==> src/source/icache_pkg.sv <==
package icache_pkg;

	// address and data widths
	localparam int ADDR_W = 32;
	localparam int LINE_W = 128;
	localparam int INST_W = 32;

	// cache geometry
	localparam int WAYS = 4;
	localparam int SETS = 8;
	localparam int OFFSET_W = 4; // 16-byte line
	localparam int INDEX_W = 3;
	localparam int TAG_W = ADDR_W - INDEX_W - OFFSET_W; // 25

	// backing memory
	localparam int MEM_LINES = 64;
	localparam int MEM_LATENCY = 3; // request to response, in cycles
	localparam int LINE_ADDR_W = $clog2(MEM_LINES);

	// flow control toward the consumer
	localparam int OUT_CREDITS = 2;
	localparam int CREDIT_W = $clog2(OUT_CREDITS + 1);

	typedef struct packed {
		logic valid;
		logic [ADDR_W-1:0] pc;
	} fetch_req_t;

	typedef struct packed {
		logic valid;
		logic [ADDR_W-1:0] pc;
		logic [INST_W-1:0] inst;
	} inst_resp_t;

	typedef struct packed {
		logic valid;
		logic [LINE_ADDR_W-1:0] line_addr;
	} line_req_t;

	typedef struct packed {
		logic valid;
		logic [LINE_W-1:0] data;
	} line_resp_t;

	// tag array write command, one way at a time
	typedef struct packed {
		logic valid;
		logic [WAYS-1:0] way; // one-hot
		logic [INDEX_W-1:0] index;
		logic [TAG_W-1:0] tag;
	} fill_t;

	typedef enum logic [1:0] {
		MS_RUN,  // lookups flowing
		MS_REQ,  // line request on the bus
		MS_WAIT, // waiting on backing memory
		MS_FILL  // write the line, answer the miss
	} miss_state_e;

endpackage
==> src/source/icache_way_sram.sv <==
module icache_way_sram (
	input  logic clk,
	input  logic en,
	input  logic we,
	input  logic [icache_pkg::INDEX_W-1:0] index,
	input  logic [icache_pkg::LINE_W-1:0] wdata,
	output logic [icache_pkg::LINE_W-1:0] rdata
);
	import icache_pkg::*;

	logic [LINE_W-1:0] mem [SETS];

	// one port, so a write cycle leaves rdata alone
	always_ff @(posedge clk) begin
		if (en) begin
			if (we) begin
				mem[index] <= wdata;
			end else begin
				rdata <= mem[index];
			end
		end
	end

	// an access needs a known set, whether read or fill
	assert property (@(posedge clk) (en || we) |-> !$isunknown(index));

endmodule

==> config.mk <==
export PLATFORM = sky130hd
export DESIGN_NAME = icache_way_sram
export DESIGN_NICKNAME = d
export VERILOG_FILES = /design/src/source/icache_pkg.sv /design/src/source/icache_way_sram.sv
export SDC_FILE = /design/constraint.sdc
export NUM_CORES = 1
export LEC_CHECK = 0
export BUFFER_PORTS_ARGS = -buffer_cell sky130_fd_sc_hd__buf_2
export CAP_MARGIN = 20
export CORE_UTILIZATION = 50
export CTS_CLUSTER_DIAMETER = 60
export DETAILED_ROUTE_END_ITERATION = 12
export MAX_ROUTING_LAYER = met4
export PLACE_DENSITY = 0.76
export SETUP_SLACK_MARGIN = 0.2
export SYNTH_ARGS = -nofsm -noshare
export SYNTH_HDL_FRONTEND = slang
export SYNTH_SLANG_ARGS = --single-unit
==> constraint.sdc <==
create_clock -name clk -period 36.8 [get_ports clk]
set_clock_uncertainty 0.15 [all_clocks]
set_input_delay 5.52 -clock clk [delete_from_list [all_inputs] [get_ports clk]]
set_output_delay 5.52 -clock clk [all_outputs]
set_load 0.02 [all_outputs]
After elaboration in Yosys (flattened, before gate mapping)
Memories as Yosys holds them, arrays and structs flattened. A register that Yosys moved wholly into a read port is not among the register bits. Cells that the tools add are included.

Memories: 1. Logic and storage cells: 6. Bits of input ports: 134. Memory bits (writable): 1024. Bits in registers: 0.

Bitwise logic cells: 1. Muxes and demuxes: 3. Reductions and logical operators: 1.

Memory list: mem (depth 8, width 128, rd ports 1, clocked after Yosys merged registers in 1, write ports 1, RTL line icache_way_sram.sv:11) `logic [LINE_W-1:0] mem [SETS];`.

Operators with widths (count): $mux 1 (3); $reduce_and 2->1 (1); $not 1->1 (1).

Depth between registers and ports, before layout
Gate-level depths: netlist of run 1.

Depth in word-level cells: 3. Depth in mapped cells: 7. Depth with buffers taken out: 4.

Worst setup path before layout of run 1
No wires, ideal clock.

Path type: input -> register. From: in index[2] (netlist bit). To: mem mem[4][0] (enable). Arrival: 14.901 ns. Stages on the path: 4. Path buffers: 2. Library setup time: 0.771 ns. Data required time: 35.879 ns. Slack: 20.978 ns. Cell sequence: buf_2 buf_1 nand3_1 nor3_1.

RTL lines: start, declared (RTL line icache_way_sram.sv:5) `input logic [icache_pkg::INDEX_W-1:0] index,`; end, declared (RTL line icache_way_sram.sv:11).

Straight into the memory's write port.

==> flow_summary.ini, run 1 <==
[run_status]
outcome = complete, no violations

[floorplan]
initial_core_util_pct = 50.57
fp-row-count = 106
ios = 262
die_h_um = 292.9
fp.dieW_um = 292.9
dieArea_um2 = 85820
core_area_um2 = 83690

[drt]
postRouteAntennaNets = 0
drt-met1-wl_um = 32350
drc = 0
highest_layer = met4
wl_met2_um = 43600
vias = 18160
drt-total-wl_um = 83570
detail_route.vias_per_cell = 5.651
first_iter_violations = 1361
wl_met3_um = 5524
dr.pass1.iters = 7
wl_per_cell_um = 26.01

[synth]
ys_seq_elements = 1152
yosysUniqueCellTypes = 17
synth_cells = 1630
syn_area_per_cell_um2 = 25.97
syn-cell-area_um2 = 42320
synth_nets = 1764
ys.warnings.count = 0
ys_seq_area_share_pct = 81.73

[layout]
fin_nets = 2102
syn_to_final_growth_pct = 15.34
fin_area_um2 = 48820
final_cell_mix = edfxtp_1, buf_2, mux4_2
final_common_cell = edfxtp_1
final_cells = 3213
drive_above_1_share_pct = 41.31
fin_util_pct = 58.33
fillCellCount = 5761

[worst_setup_path]
end_kind = flop
critPathMaxFanout = 59
max_stage_delay_ns = 0.72
r2r_slack_ns = 35.22
startpoint_type = primary input
r2r_start = mem[5][9]
worstReg2RegEnd = rdata[9]
path_class = in2reg
arrival_ns = 8.39
reg2regPathDepth = 2
slowest_stage = buf_4
cp_common_cell = buf_4
crit_chain = buf_8 -> buf_4 -> buf_4 -> mux4_2 -> mux2_2
crit_required_ns = 37.06

[cts]
cts_sinks = 1152
cts_resized = 0
cts_root_buf = clkbuf_16
htreeDepth = 3
cts_made_buffers = 115
clock_latency_ns = 0.66
cts_tree = done
cts_hold_buf = 0
cts_post_setup_buffers_inserted = 0
clk_pin_slew_ns = 0.06
clock_path_buffers = 3

[timing]
finalCriticalPeriod_ns = 8.135
slew_headroom_pct = 35.18
fmax_mhz = 122.9
final_max_slew_viol_count = 0
tns_ns = 0
tightest_slew_ns = 0.9723
min_period_over_period_pct = 22.11
finalSetupViolCount = 0
rsz0062_at_grt = no
hold_violations = 0

[hold_path]
min_path_cells = 2
holdPathEnd = rdata[126]
hold_path_startpoint = mem[6][126]
hp-class = reg2reg

[global_routing]
antenna_found_initial = 18
track_usage_pct = 20.30
grt_pass1_wl_um = 123200
grt_pass1_vias = 19620
overflow = 0
grt_max_degree = 129

[power_and_ir_drop]
peakVddDrop_mv = 0.04336
p_sw_mw = 0.5472
power_density_nw_per_um2 = 56.64
comb_power_share_pct = 4.3
p_int_mw = 2.218
switching_share_pct = 19.79
p_total_mw = 2.765
pwr-share-clk_pct = 42.0
pwr-share-seq_pct = 53.7
power_leakage_nw = 15.70

[placed_design]
placed_cells = 2985
placed_area_um2 = 44980
place_congestion = 0.7080
portBuffers = 261
dp_hpwl_um = 42940

[job]
maxCapViolations = 0
-- cell families after synthesis --
group / count (synthesis) / synth area share, %
muxes: 384 / 16.97
buffers and inverters: 73 / 1.044
DFF: 1152 / 81.73
AOI/OAI and AO/OA: 3 / 0.04728
and+or+nand+nor: 18 / 0.2099
-- critical path, delay by kind of cell --
| family | cells | cell delay (ns) |
|---|---|---|
| mux | 2 | 0.88 |
| buf+inv | 3 | 1.89 |
-- power by group through the flow --
stage / Sequential, mW / Clock [mW] / Combinational (mW)
after floorplan: 1.52 / 0 / 0.0700
after global placement: 1.51 / 0 / 0.116
after detailed placement: 1.51 / 0 / 0.120
after CTS: 1.49 / 1.18 / 0.121
after global routing: 1.49 / 1.23 / 0.128
final: 1.49 / 1.16 / 0.118
-- worst max-delay path by stage --
stage,to,cells past startpoint,from
2_1_floorplan,mem[4][0],4,index[2]
3_3_place_gp,rdata[104],5,index[0]
3_5_place_dp,rdata[15],5,index[0]
4_1_cts,rdata[65],5,index[0]
5_1_grt,rdata[9],5,index[0]
6_report,rdata[9],5,index[0]
-- flip-flops by register name (all words and copies together), names as in the netlist --
register and flops:
mem 1024, rdata 128
-- layer usage --
metal / vias up / track usage [%]
li1: 7738 / -
met1: 9703 / 24.97
met2: 559 / 33.94
met3: 158 / 4.266
met4: 0 / 6.334
met5: - / -
-- cell usage after synthesis --
master,count,area share [%]
mux2i_1,3,0.071
mux4_2,254,14
buf_1,17,0.15
nand2b_1,3,0.044
mux2_2,127,3.4
nor3_1,2,0.024
nand3_1,2,0.024
nand3b_1,1,0.018
buf_2,14,0.17
o21ai_0,1,0.012
nor2_1,6,0.053
o211ai_1,2,0.035
clkbuf_1,22,0.20
nor2b_1,2,0.030
nand2_1,2,0.018
buf_6,20,0.53
edfxtp_1,1152,82
-- layout make-up --
class	count	area, um2	area share, %
clock buffers	141	3060	6.269
diodes	19	47.55	0.09740
clock inverters	68	723.2	1.481
repair buffers	294	1620	3.319
multi-input cells	405	7352	15.06
flip-flops and latches	1152	34590	70.87
well taps	1134	1419	2.907
-- per-stage QoR --
step           worst slack (ns)  hold slack (ns)
6_report                  28.67           0.5223
2_1_floorplan             20.98           0.4663
3_3_place_gp              27.92           0.5242
5_1_grt                   28.42           0.5839
4_1_cts                   28.55           0.5292
3_5_place_dp              27.82           0.5155
Note: power is estimated with default switching activity, not from simulation.
==> run 2, diff against run 1 <==
--- a/config.mk
+++ b/config.mk
@@ -11,7 +11,7 @@
 export CTS_CLUSTER_DIAMETER = 60
 export DETAILED_ROUTE_END_ITERATION = 12
 export MAX_ROUTING_LAYER = met4
-export PLACE_DENSITY = 0.76
+export PLACE_DENSITY = 0.78
 export SETUP_SLACK_MARGIN = 0.2
 export SYNTH_ARGS = -nofsm -noshare
 export SYNTH_HDL_FRONTEND = slang
==> constraint.sdc (replaced) <==
create_clock -name clk -period 6.6 [get_ports clk]
set_clock_uncertainty 0.15 [all_clocks]
set_input_delay 0.99 -clock clk [delete_from_list [all_inputs] [get_ports clk]]
set_output_delay 0.99 -clock clk [all_outputs]
set_load 0.02 [all_outputs]
==> run 2 against run 1 <==
Worst setup slack worse by 25 ns; register-to-register slack worse by 30 ns; combinational power grew to 5.6 times the previous value; clock power grew to 5.2 times the previous value; power grew to 5.4 times the previous value; sequential cell count stayed put; worst hold slack worse by 0.090 ns; sequential power grew to 5.6 times the previous value; non-clock buffer count stayed put; die area stayed put; core utilization is 0.19 points lower; critical endpoint is now mem[6][61]; highest routed layer unchanged.
==> flow_summary.ini, run 2 (synthesis gave the netlist of run 1 again) <==
[run_status]
outcome = complete, no violations

[floorplan]
dieArea_um2 = 85820
initial_core_util_pct = 50.57
fp-row-count = 106
ios = 262
core_area_um2 = 83690
die_h_um = 292.9
fp.dieW_um = 292.9

[worst_setup_path]
cpLargestDelayFamily = buffers and inverters
worst-path-buf-inv = 2
cp.depth = 4
arrival_ns = 3.52
crit_chain = buf_8 -> nand3_1 -> nor2_4 -> buf_4
end_kind = flop
r2r_slack_ns = 5.03
crit_required_ns = 6.73
startpoint_type = primary input
worstReg2RegEnd = rdata[98]
crit_end = mem[6][61]
max_stage_delay_ns = 0.87
reg2regPathDepth = 2
r2r_start = mem[3][98]
slowest_stage = buf_4
path_class = in2reg
critPathMaxFanout = 100
crit_start = index[2]

[global_routing]
grt_busiest_layer = met2
use_met1_pct = 26.15
grt_pass1_wl_um = 124900
track_usage_pct = 20.51
antenna_found_initial = 15
overflow = 0
grt_max_degree = 101
use_met3_pct = 4.259
use_met2_pct = 33.76
grt_pass1_vias = 19620

[placed_design]
dp_hpwl_um = 43260
place_congestion = 0.6906
pre_cts_slack_ns = 2.573
portBuffers = 261

[power_and_ir_drop]
pwr-share-clk_pct = 40.4
p_total_mw = 15.02
pwr-share-seq_pct = 55.1
power_leakage_nw = 15.58
comb_power_share_pct = 4.4
power_density_nw_per_um2 = 308.7
switching_share_pct = 20.19
p_int_mw = 11.99
p_sw_mw = 3.032
peakVddDrop_mv = 0.2331

[cts]
clk_pin_slew_ns = 0.06
clock_path_buffers = 3
cts_hold_buf = 0
htreeDepth = 3
cts_tree = done
cts_made_buffers = 116
cts_resized = 0
clock_latency_ns = 0.67
cts_post_setup_buffers_inserted = 0
cts_sinks = 1152
cts_root_buf = clkbuf_16

[timing]
rsz0062_at_grt = no
hold_violations = 0
slew_headroom_pct = 26.50
finalCriticalPeriod_ns = 3.395
min_period_over_period_pct = 51.44
final_max_slew_viol_count = 0
fin_ws_ns = 3.205
tightest_slew_ns = 1.103
finalSetupViolCount = 0
fmax_mhz = 294.6
hold_ws_ns = 0.4324

[layout]
drive_above_1_share_pct = 40.69
syn_to_final_growth_pct = 14.96
largest_register_ff_count = 1024
top_register = mem
final_cell_mix = edfxtp_1, buf_2, mux4_2
largest_registers = mem x1024, rdata x128
fillCellCount = 5809
final_common_cell = edfxtp_1
fin_nets = 2103

[drt]
first_iter_violations = 1481
dr.pass1.iters = 4
drt-total-wl_um = 83970
drc = 0
detail_route.vias_per_cell = 5.644
postRouteAntennaNets = 0
wl_per_cell_um = 26.14
vias = 18130

[hold_path]
hp-class = in2reg

[job]
maxCapViolations = 0
## run 2: cell types whose count changed in the layout (fill, tap and decap cells not counted), sizes merged
cell / previous run / this run
clkbuf: 142 / 152
bufinv: 14 / 5
diode: 19 / 16
inv: 7 / 3
clkinvlp: 3 / 5
clkinv: 44 / 47
## run 2: how the worst min path moves through the flow
| stage | startpoint | endpoint | slack, ns | cells past startpoint |
|---|---|---|---|---|
| after floorplan | mem[2][126] | rdata[126] | 0.47 | 2 |
| after global placement | mem[2][126] | rdata[126] | 0.52 | 2 |
| after detailed placement | mem[2][126] | rdata[126] | 0.53 | 2 |
| after CTS | wdata[107] | mem[6][107] | 0.37 | 1 |
| after global routing | wdata[107] | mem[6][107] | 0.41 | 1 |
| final | wdata[107] | mem[6][107] | 0.43 | 1 |
## run 2: layout make-up
type / count / area [um2] / share of cell area [%]
Multi-Input combinational cell: 405 / 7365 / 15.14
Clock inverter: 60 / 488.0 / 1.003
Antenna cell: 16 / 40.04 / 0.08229
Timing Repair Buffer: 294 / 1695 / 3.484
Clock buffer: 151 / 3055 / 6.280
Tap cell: 1134 / 1419 / 2.916
Sequential cell: 1152 / 34590 / 71.10
## run 2: through the flow
| step | TNS, ns | util (%) | instance area, um2 | instances |
|---|---|---|---|---|
| floorplan | -768.09 | - | 42340 | 1630 |
| global placement | 0 | 53.86 | 45070 | 2985 |
| detailed placement | 0 | 53.86 | 45070 | 2985 |
| CTS | 0 | 58.09 | 48620 | 3196 |
| global route | 0 | 58.13 | 48650 | 3209 |
| finish | 0 | 58.14 | 48660 | 3212 |
## run 2: layer usage
layer  share of wire (%)  vias up
met4                 1.7        0
met3                 6.6      108
li1                    -     7744
met5                   0        -
met1                  40     9740
met2                  52      537
## run 2: power by group through the flow
stage               Clock [mW]  Combinational, mW  Sequential, mW
finish                    6.08              0.666            8.28
global route              6.49              0.720            8.29
CTS                       6.21              0.682            8.28
detailed placement           0              0.677            8.43
global placement             0              0.656            8.42
floorplan                    0              0.391            8.48
