===== src/source/icache_pkg.sv =====
package icache_pkg;

	// address and data widths
	localparam int ADDR_W = 32;
	localparam int LINE_W = 128;
	localparam int INST_W = 32;

	// cache geometry
	localparam int WAYS = 4;
	localparam int SETS = 8;
	localparam int OFFSET_W = 4; // 16-byte line
	localparam int INDEX_W = 3;
	localparam int TAG_W = ADDR_W - INDEX_W - OFFSET_W; // 25

	// backing memory
	localparam int MEM_LINES = 64;
	localparam int MEM_LATENCY = 3; // request to response, in cycles
	localparam int LINE_ADDR_W = $clog2(MEM_LINES);

	// flow control toward the consumer
	localparam int OUT_CREDITS = 2;
	localparam int CREDIT_W = $clog2(OUT_CREDITS + 1);

	typedef struct packed {
		logic valid;
		logic [ADDR_W-1:0] pc;
	} fetch_req_t;

	typedef struct packed {
		logic valid;
		logic [ADDR_W-1:0] pc;
		logic [INST_W-1:0] inst;
	} inst_resp_t;

	typedef struct packed {
		logic valid;
		logic [LINE_ADDR_W-1:0] line_addr;
	} line_req_t;

	typedef struct packed {
		logic valid;
		logic [LINE_W-1:0] data;
	} line_resp_t;

	// tag array write command, one way at a time
	typedef struct packed {
		logic valid;
		logic [WAYS-1:0] way; // one-hot
		logic [INDEX_W-1:0] index;
		logic [TAG_W-1:0] tag;
	} fill_t;

	typedef enum logic [1:0] {
		MS_RUN,  // lookups flowing
		MS_REQ,  // line request on the bus
		MS_WAIT, // waiting on backing memory
		MS_FILL  // write the line, answer the miss
	} miss_state_e;

endpackage

===== src/source/icache_ctrl.sv =====
module icache_ctrl (
	input  logic clk,
	input  logic rst,
	input  icache_pkg::fetch_req_t fetch,
	input  logic flush,
	input  logic credit_return,
	input  logic [icache_pkg::WAYS-1:0] hit,
	input  logic [icache_pkg::WAYS-1:0][icache_pkg::LINE_W-1:0] way_rdata,
	input  icache_pkg::line_resp_t mem_resp,
	output logic fetch_ready,
	output icache_pkg::inst_resp_t resp,
	output logic [icache_pkg::ADDR_W-1:0] lookup_pc,
	output logic [icache_pkg::WAYS-1:0] way_en,
	output logic way_we,
	output logic [icache_pkg::LINE_W-1:0] way_wdata,
	output logic [icache_pkg::INDEX_W-1:0] sram_index,
	output icache_pkg::fill_t fill,
	output icache_pkg::line_req_t mem_req
);
	import icache_pkg::*;

	miss_state_e state;
	logic lk_valid; // lookup stage
	logic [ADDR_W-1:0] lk_pc;
	logic lk_hit;
	logic out_valid; // output stage
	logic [ADDR_W-1:0] out_pc;
	logic [WAYS-1:0] out_hit;
	logic [LINE_W-1:0] out_line;
	logic miss_live; // response still owed for the miss
	logic [ADDR_W-1:0] miss_pc;
	logic [LINE_W-1:0] fill_line;
	logic [WAYS-1:0] victim;
	logic [CREDIT_W-1:0] credits;
	logic accept;
	logic squash_lk;
	logic squash_miss;
	logic miss_start;

	function automatic logic [INST_W-1:0] pick_word(
		input logic [LINE_W-1:0] line,
		input logic [ADDR_W-1:0] pc
	);
		return line[pc[OFFSET_W-1:2]*INST_W +: INST_W];
	endfunction

	assign lk_hit = |hit;
	assign fetch_ready = (state == MS_RUN) && (!lk_valid || lk_hit) && (credits != '0);
	assign accept = fetch.valid && fetch_ready;
	assign squash_lk = flush && lk_valid;
	assign squash_miss = flush && miss_live && (state == MS_REQ || state == MS_WAIT);
	assign miss_start = lk_valid && !lk_hit && !flush; // lk_valid only in MS_RUN

	always_ff @(posedge clk) begin
		if (rst) begin
			lk_valid <= 1'b0;
			out_valid <= 1'b0;
		end else begin
			lk_valid <= accept; // a request taken during flush survives
			out_valid <= lk_valid && lk_hit && !flush;
		end
	end

	always_ff @(posedge clk) begin
		if (accept) begin
			lk_pc <= fetch.pc;
		end
		out_pc <= lk_pc;
		out_hit <= hit;
		if (miss_start) begin
			miss_pc <= lk_pc;
		end
		if (state == MS_WAIT && mem_resp.valid) begin
			fill_line <= mem_resp.data;
		end
	end

	always_ff @(posedge clk) begin
		if (rst) begin
			state <= MS_RUN;
			miss_live <= 1'b0;
			victim <= WAYS'(1);
		end else begin
			case (state)
				MS_RUN: begin
					if (miss_start) begin
						state <= MS_REQ;
						miss_live <= 1'b1;
					end
				end
				MS_REQ: state <= MS_WAIT;
				MS_WAIT: begin
					if (mem_resp.valid) begin
						state <= MS_FILL;
					end
				end
				MS_FILL: begin
					state <= MS_RUN;
					miss_live <= 1'b0;
					victim <= {victim[WAYS-2:0], victim[WAYS-1]}; // rotate
				end
				default: state <= MS_RUN;
			endcase
			if (squash_miss) begin
				miss_live <= 1'b0; // line still gets filled
			end
		end
	end

	// one credit per accepted request, back on return or squash
	always_ff @(posedge clk) begin
		if (rst) begin
			credits <= CREDIT_W'(OUT_CREDITS);
		end else begin
			credits <= credits + CREDIT_W'(credit_return)
				+ CREDIT_W'(squash_lk || squash_miss) - CREDIT_W'(accept);
		end
	end

	always_comb begin
		out_line = '0;
		for (int w = 0; w < WAYS; w++) begin
			if (out_hit[w]) begin
				out_line = out_line | way_rdata[w];
			end
		end
	end

	// miss answer comes straight from the returned line
	always_comb begin
		if (state == MS_FILL) begin
			resp.valid = miss_live;
			resp.pc = miss_pc;
			resp.inst = pick_word(fill_line, miss_pc);
		end else begin
			resp.valid = out_valid;
			resp.pc = out_pc;
			resp.inst = pick_word(out_line, out_pc);
		end
	end

	always_comb begin
		fill.valid = (state == MS_FILL);
		fill.way = victim;
		fill.index = miss_pc[OFFSET_W +: INDEX_W];
		fill.tag = miss_pc[ADDR_W-1 -: TAG_W];
		mem_req.valid = (state == MS_REQ);
		mem_req.line_addr = miss_pc[OFFSET_W +: LINE_ADDR_W];
	end

	assign lookup_pc = lk_pc;
	assign way_we = (state == MS_FILL);
	assign way_wdata = fill_line;
	assign way_en = way_we ? victim : (lk_valid ? hit : '0);
	assign sram_index = way_we ? fill.index : lk_pc[OFFSET_W +: INDEX_W];

	assert property (@(posedge clk) disable iff (rst) credits <= CREDIT_W'(OUT_CREDITS));

	// the line comes back while the FSM still waits for it
	assert property (@(posedge clk) disable iff (rst)
		mem_req.valid |-> ##MEM_LATENCY (state == MS_WAIT && mem_resp.valid));

endmodule


===== config.mk =====
export PLATFORM = sky130hd
export DESIGN_NAME = icache_ctrl
export DESIGN_NICKNAME = d
export VERILOG_FILES = /design/src/source/icache_pkg.sv /design/src/source/icache_ctrl.sv
export SDC_FILE = /design/constraint.sdc
export NUM_CORES = 1
export LEC_CHECK = 0
export ABC_AREA = 1
export BUFFER_PORTS_ARGS = -buffer_cell sky130_fd_sc_hd__buf_2
export CELL_PAD_IN_SITES_DETAIL_PLACEMENT = 1
export CELL_PAD_IN_SITES_GLOBAL_PLACEMENT = 1
export CORE_AREA = 2 2 376 378
export DETAILED_ROUTE_END_ITERATION = 12
export DIE_AREA = 0 0 378 380
export PLACE_DENSITY = 0.45
export SETUP_SLACK_MARGIN = 0.5
export SYNTH_ARGS = -nofsm -noshare
export SYNTH_HDL_FRONTEND = slang
export SYNTH_SLANG_ARGS = --single-unit

===== constraint.sdc =====
create_clock -name clk -period 4.2 [get_ports clk]
set_input_delay 1.05 -clock clk [delete_from_list [all_inputs] [get_ports clk]]
set_output_delay 1.05 -clock clk [all_outputs]
set_load 0.01 [all_outputs]

* After elaboration in Yosys (flattened, before gate mapping) *
Cells that the tools add are included.

operators by class
  order comparisons = 0
  reduce and logical (&&, ||, !) cells = 24
  $mul = 0
  equality and inequality tests = 5
  bitwise logic cells = 3
  muxes and demuxes = 13
  shift-type cells = 2
  divide/modulo/power cells = 0
  add/subtract/negate cells = 3

operators by type and width
  kind                  number
  $mux W128             4
  $or A128 B128 Y128    3
  $shiftx A128 B8 Y32   2
  $mux W65              1
  $logic_and A1 B1 Y1   11
  $mux W4               2
  $pmux W2 S4           1
  $add A2 B1 Y2         2
  $eq A2 B2 Y1 const B  2
  $mux W2               2
  $ne A2 B2 Y1 const B  2
  $reduce_and A2 Y1     2
  $reduce_bool A2 Y1    2
  $reduce_or A4 Y1      1
  $logic_not A1 Y1      3
  $logic_or A1 B1 Y1    3
  $mux W3               1
  $eq A2 B1 Y1 const B  1
  $logic_not A2 Y1      1
  $pmux W1 S2           1
  $reduce_or A2 Y1      1
  $sub A2 B1 Y2         1
  $mux W1               1

word-level totals
  register bits after elaboration = 239
  memories kept = 0
  bits in latches = 0
  output and inout bits = 274
  ROM bits = 0
  input port bits = 682
  RAM bits = 0
  logic and storage cells = 61

* Depth between registers and ports, before layout *
  depth in word-level cells = 9
  gate-level depth with buffers = 10
  depth with buffers taken out = 10

* Least setup slack after synthesis *
Ideal clock, no wire load.

  kind = input to register
  start = input mem_resp[128] in the netlist's numbering
  end = register fill_line[0] (netlist: way_wdata[0]) (enable)
  required time = 3.719 ns
  cell stages on the path = 2
  data arrival time = 3.565 ns
  buffers on the path = 0
  setup time = 0.481 ns
  slack = 0.153 ns
  path through = nand2_1 > inv_1

on the way
  longest elaborated chain between the ends = 1

ends and longest elaborated chain
  item                  RTL line           text
  from (decl)           icache_ctrl.sv:9   input icache_pkg::line_resp_t mem_resp,
  $logic_and A1 B1 Y1   icache_ctrl.sv:73  if (state == MS_WAIT && mem_resp.valid) begin
  to (signal assigned)  icache_ctrl.sv:74  fill_line <= mem_resp.data;
  to (decl)             icache_ctrl.sv:32  logic [LINE_W-1:0] fill_line;

No other way between the ends.
A chain may end at the register's enable or synchronous reset.

==> flow_summary.yaml <==
floorplan:
  placementRows: 137
  core_um2: 139000
  ios: 956
  start_util: 0.0970
  fp.dieW_um: 378
  die-area_um2: 144000
  die-height_um: 380
global_routing:
  grt_use_total: 0.155
  antenna_found_initial: 60
  grt_max_degree: 84
  grt_pass1_wl_mm: 152
  overflow: 0
  grt_pass1_vias: 17206
logic_synthesis:
  ys_seq_area_frac: 0.497
  synth_top_area_frac: 0.427
  yosys.area_share.xor_xnor: 0.000649
  ys_warn_count: 0
  synthDistinctLibCells: 29
  synth_fa_ha_area_frac: 0.00704
  synth_simple_gate_area_frac: 0.308
  synth_fp_nets: 2448
  syn_area_um2: 13500
  yosys-mux-area-fraction: 0
  synthCells: 1759
  ys_ff_latch: 239
  yosysTopAreaCell: "edfxtp_1"
  synth_compound_area_frac: 0.0895
  synth_top_family_by_area: "simple AND/OR/NAND/NOR gates"
  synth_area_leaders: "edfxtp_1 (43%), nand2_1 (20%), dfxtp_1 (7.0%)"
  syn_area_per_cell_um2: 7.68
setup_path:
  worstSetupEndpointType: "output port"
  critPathRequiredTime_ns: 3.15
  arrival_ns: 2.57
  critical_path.slowest_cell: "edfxtp_1"
  reg2reg_slack_ns: 1.80
  endpoint: "resp[2]"
  cp_top_family: "simple AND/OR/NAND/NOR gates"
  critPathMaxStageDelay_ns: 0.50
  critPathLaunchType: "register"
  r2r_cells: 9
  crit_path_start: "miss_pc[2]$_DFFE_PP_"
  path_class: "register to output port"
  reg2reg_from: "state[0]$_SDFFE_PP0P_"
  path_depth: 6
  r2r_end: "credits[1]$_SDFF_PP1_"
  worstPathCellList: "buf_4 > or2_2 > o211ai_1 > nand2_1 > nand3b_1 > buf_2"
  cp_max_fo: 9
  path_buf_inv: 2
finish:
  final_net_count: 3386
  layout_common_cells: "buf_2 (954), nand2_1 (717), edfxtp_1 (192)"
  nFillCells: 17093
  syn_to_final_growth_pct: 62.2
  layout-drive-gt1-share: 0.420
  multi_input_area_um2: 5610
  mostFrequentLayoutCell: "buf_2"
  final_cells: 4611
  seqCellArea_um2: 6730
clock_tree:
  cts_tree: "yes"
  insertion_delay_ns: 0.60
  clock_path_buffers: 3
  hold_buffers: 0
  cts.clk_slew.worst_paths_ns: 0.06
  cts_sinks: 239
  cts_buffers: 27
  htreeDepth: 1
  root_buffer: "clkbuf_16"
sta:
  setup_ws_ns: 0.579
  rsz0062_at_grt: "yes"
  worstMarginPinSlew_ns: 0.726
  slew_headroom: 0.511
  setup_tns_ns: 0
  timing.final.max_slew_violations: 0
  setup_viol: 0
  hold_ws_ns: 0.382
  hold_viol: 0
  fin_worst_skew_ns: 0.0199
  fmax_mhz: 276
  fin_crit_sh: 0.862
  min_period_ns: 3.62
routing:
  ant_nets: 0
  routed_wl_mm: 118
  num_vias: 16527
  drt_iter0_drc: 1017
  viasPerCell: 3.58
  drtPass1Iterations: 5
  wire_per_inst_um: 25.6
  drc_errors: 0
power:
  swShare: 0.403
  p_comb_frac: 0.375
  seqPwrFrac: 0.363
  peakVddDrop_mv: 0.296
  intPower_mw: 5.41
  power_frac_clock: 0.262
  power_density_nw_per_um2: 414
  p_leak_nw: 10.5
  power.switching_mw: 3.65
worst_hold_path:
  min_path_type: "register to register"
place:
  dpl.cell_count: 4502
  place_ws_ns: 0.331
  port_buffers: 955
  place_congestion: 0.870
  dp_hpwl_mm: 96.3
flow_run:
  cap_violations: 0
outcome:
  status: "finished clean"
## worst min-delay path by stage
stage | from | end | cells past startpoint
floorplan | lookup_pc[0]$_DFFE_PP_ | out_pc[0]$_DFF_P_ | 0
global placement | lookup_pc[17]$_DFFE_PP_ | out_pc[17]$_DFF_P_ | 0
detailed placement | lookup_pc[19]$_DFFE_PP_ | out_pc[19]$_DFF_P_ | 0
CTS | lookup_pc[19]$_DFFE_PP_ | out_pc[19]$_DFF_P_ | 0
global route | lookup_pc[13]$_DFFE_PP_ | out_pc[13]$_DFF_P_ | 0
finish | lookup_pc[19]$_DFFE_PP_ | out_pc[19]$_DFF_P_ | 0
## logic make-up (layout without fill, tap and decap cells)
family / count (synthesis) / in the layout
xor+xnor: 1 / 1
simple gates: 1029 / 1029
fa+ha+maj: 7 / 7
buf+inv: 250 / 1209
flops: 239 / 239
other cells: 0 / 17
compound gates: 233 / 233
## per-stage QoR
step	cell area [um^2]	power, mW	util
floorplan	13500	4.57	-
global placement	20400	6.65	0.146
detailed placement	20400	6.66	0.146
CTS	21600	9.19	0.155
global route	21900	9.56	0.157
finish	21900	9.06	0.157
## layer usage
metal  vias up  GRT usage  part of all wire
met4        34     0.0384             0.021
met3       129     0.0429             0.082
met2       731      0.256              0.47
met5         -          0            0.0018
li1       7640          -                 -
met1      7993      0.199              0.43
## sequential cells by signal, summed over array words and instances (netlist names)
| register | flops |
|---|---|
| way_wdata | 128 |
| lookup_pc | 32 |
| miss_pc | 32 |
| out_pc | 32 |
| out_hit | 4 |
| victim | 4 |
| credits | 2 |
| state | 2 |
| lk_valid | 1 |
| miss_live | 1 |
| out_valid | 1 |
## power groups by stage
| stage | clock, mW | combinational (mW) | sequential, mW |
|---|---|---|---|
| CTS | 2.47 | 3.43 | 3.30 |
| finish | 2.37 | 3.39 | 3.29 |
| global route | 2.53 | 3.70 | 3.33 |
| global placement | 0 | 3.28 | 3.36 |
| floorplan | 0 | 1.24 | 3.33 |
| detailed placement | 0 | 3.28 | 3.38 |
## synthesized netlist by cell type
library cell  count
nand2_1         734
edfxtp_1        192
a21oi_1         134
nor2_1          122
nand3_1         119
inv_1           106
buf_4            65
o21ai_0          48
dfxtp_1          47
buf_2            45
nand4_1          41
o22ai_1          26
o21ai_1          21
clkbuf_1         13
buf_6            11
ha_1              6
nand3b_1          6
buf_1             5
or2_2             4
o211ai_1          3
clkbuf_2          2
inv_2             2
fa_1              1
inv_4             1
nor2_2            1
nor2_4            1
nor3_1            1
o21a_1            1
xnor2_1           1
## final cells by class
cell class / instances / share of cell area
Inverter: 109 / 0.0202
Timing Repair Buffer: 1050 / 0.269
Sequential cell: 239 / 0.307
Clock buffer: 33 / 0.0323
Clock inverter: 17 / 0.00543
Multi-Input combinational cell: 1270 / 0.256
Antenna cell: 17 / 0.00194
Tap cell: 1876 / 0.107
## timing repair
item / 4_1_cts / 5_1_grt
buffers inserted: 26 / 14
pin swaps: 4 / 5
hold endpoints to repair: 0 / 0
endpoints found under the setup margin: 38 / 18
gates resized for setup: 32 / 27
cloned: 1 / 1
(Power assumes the default switching activity.)
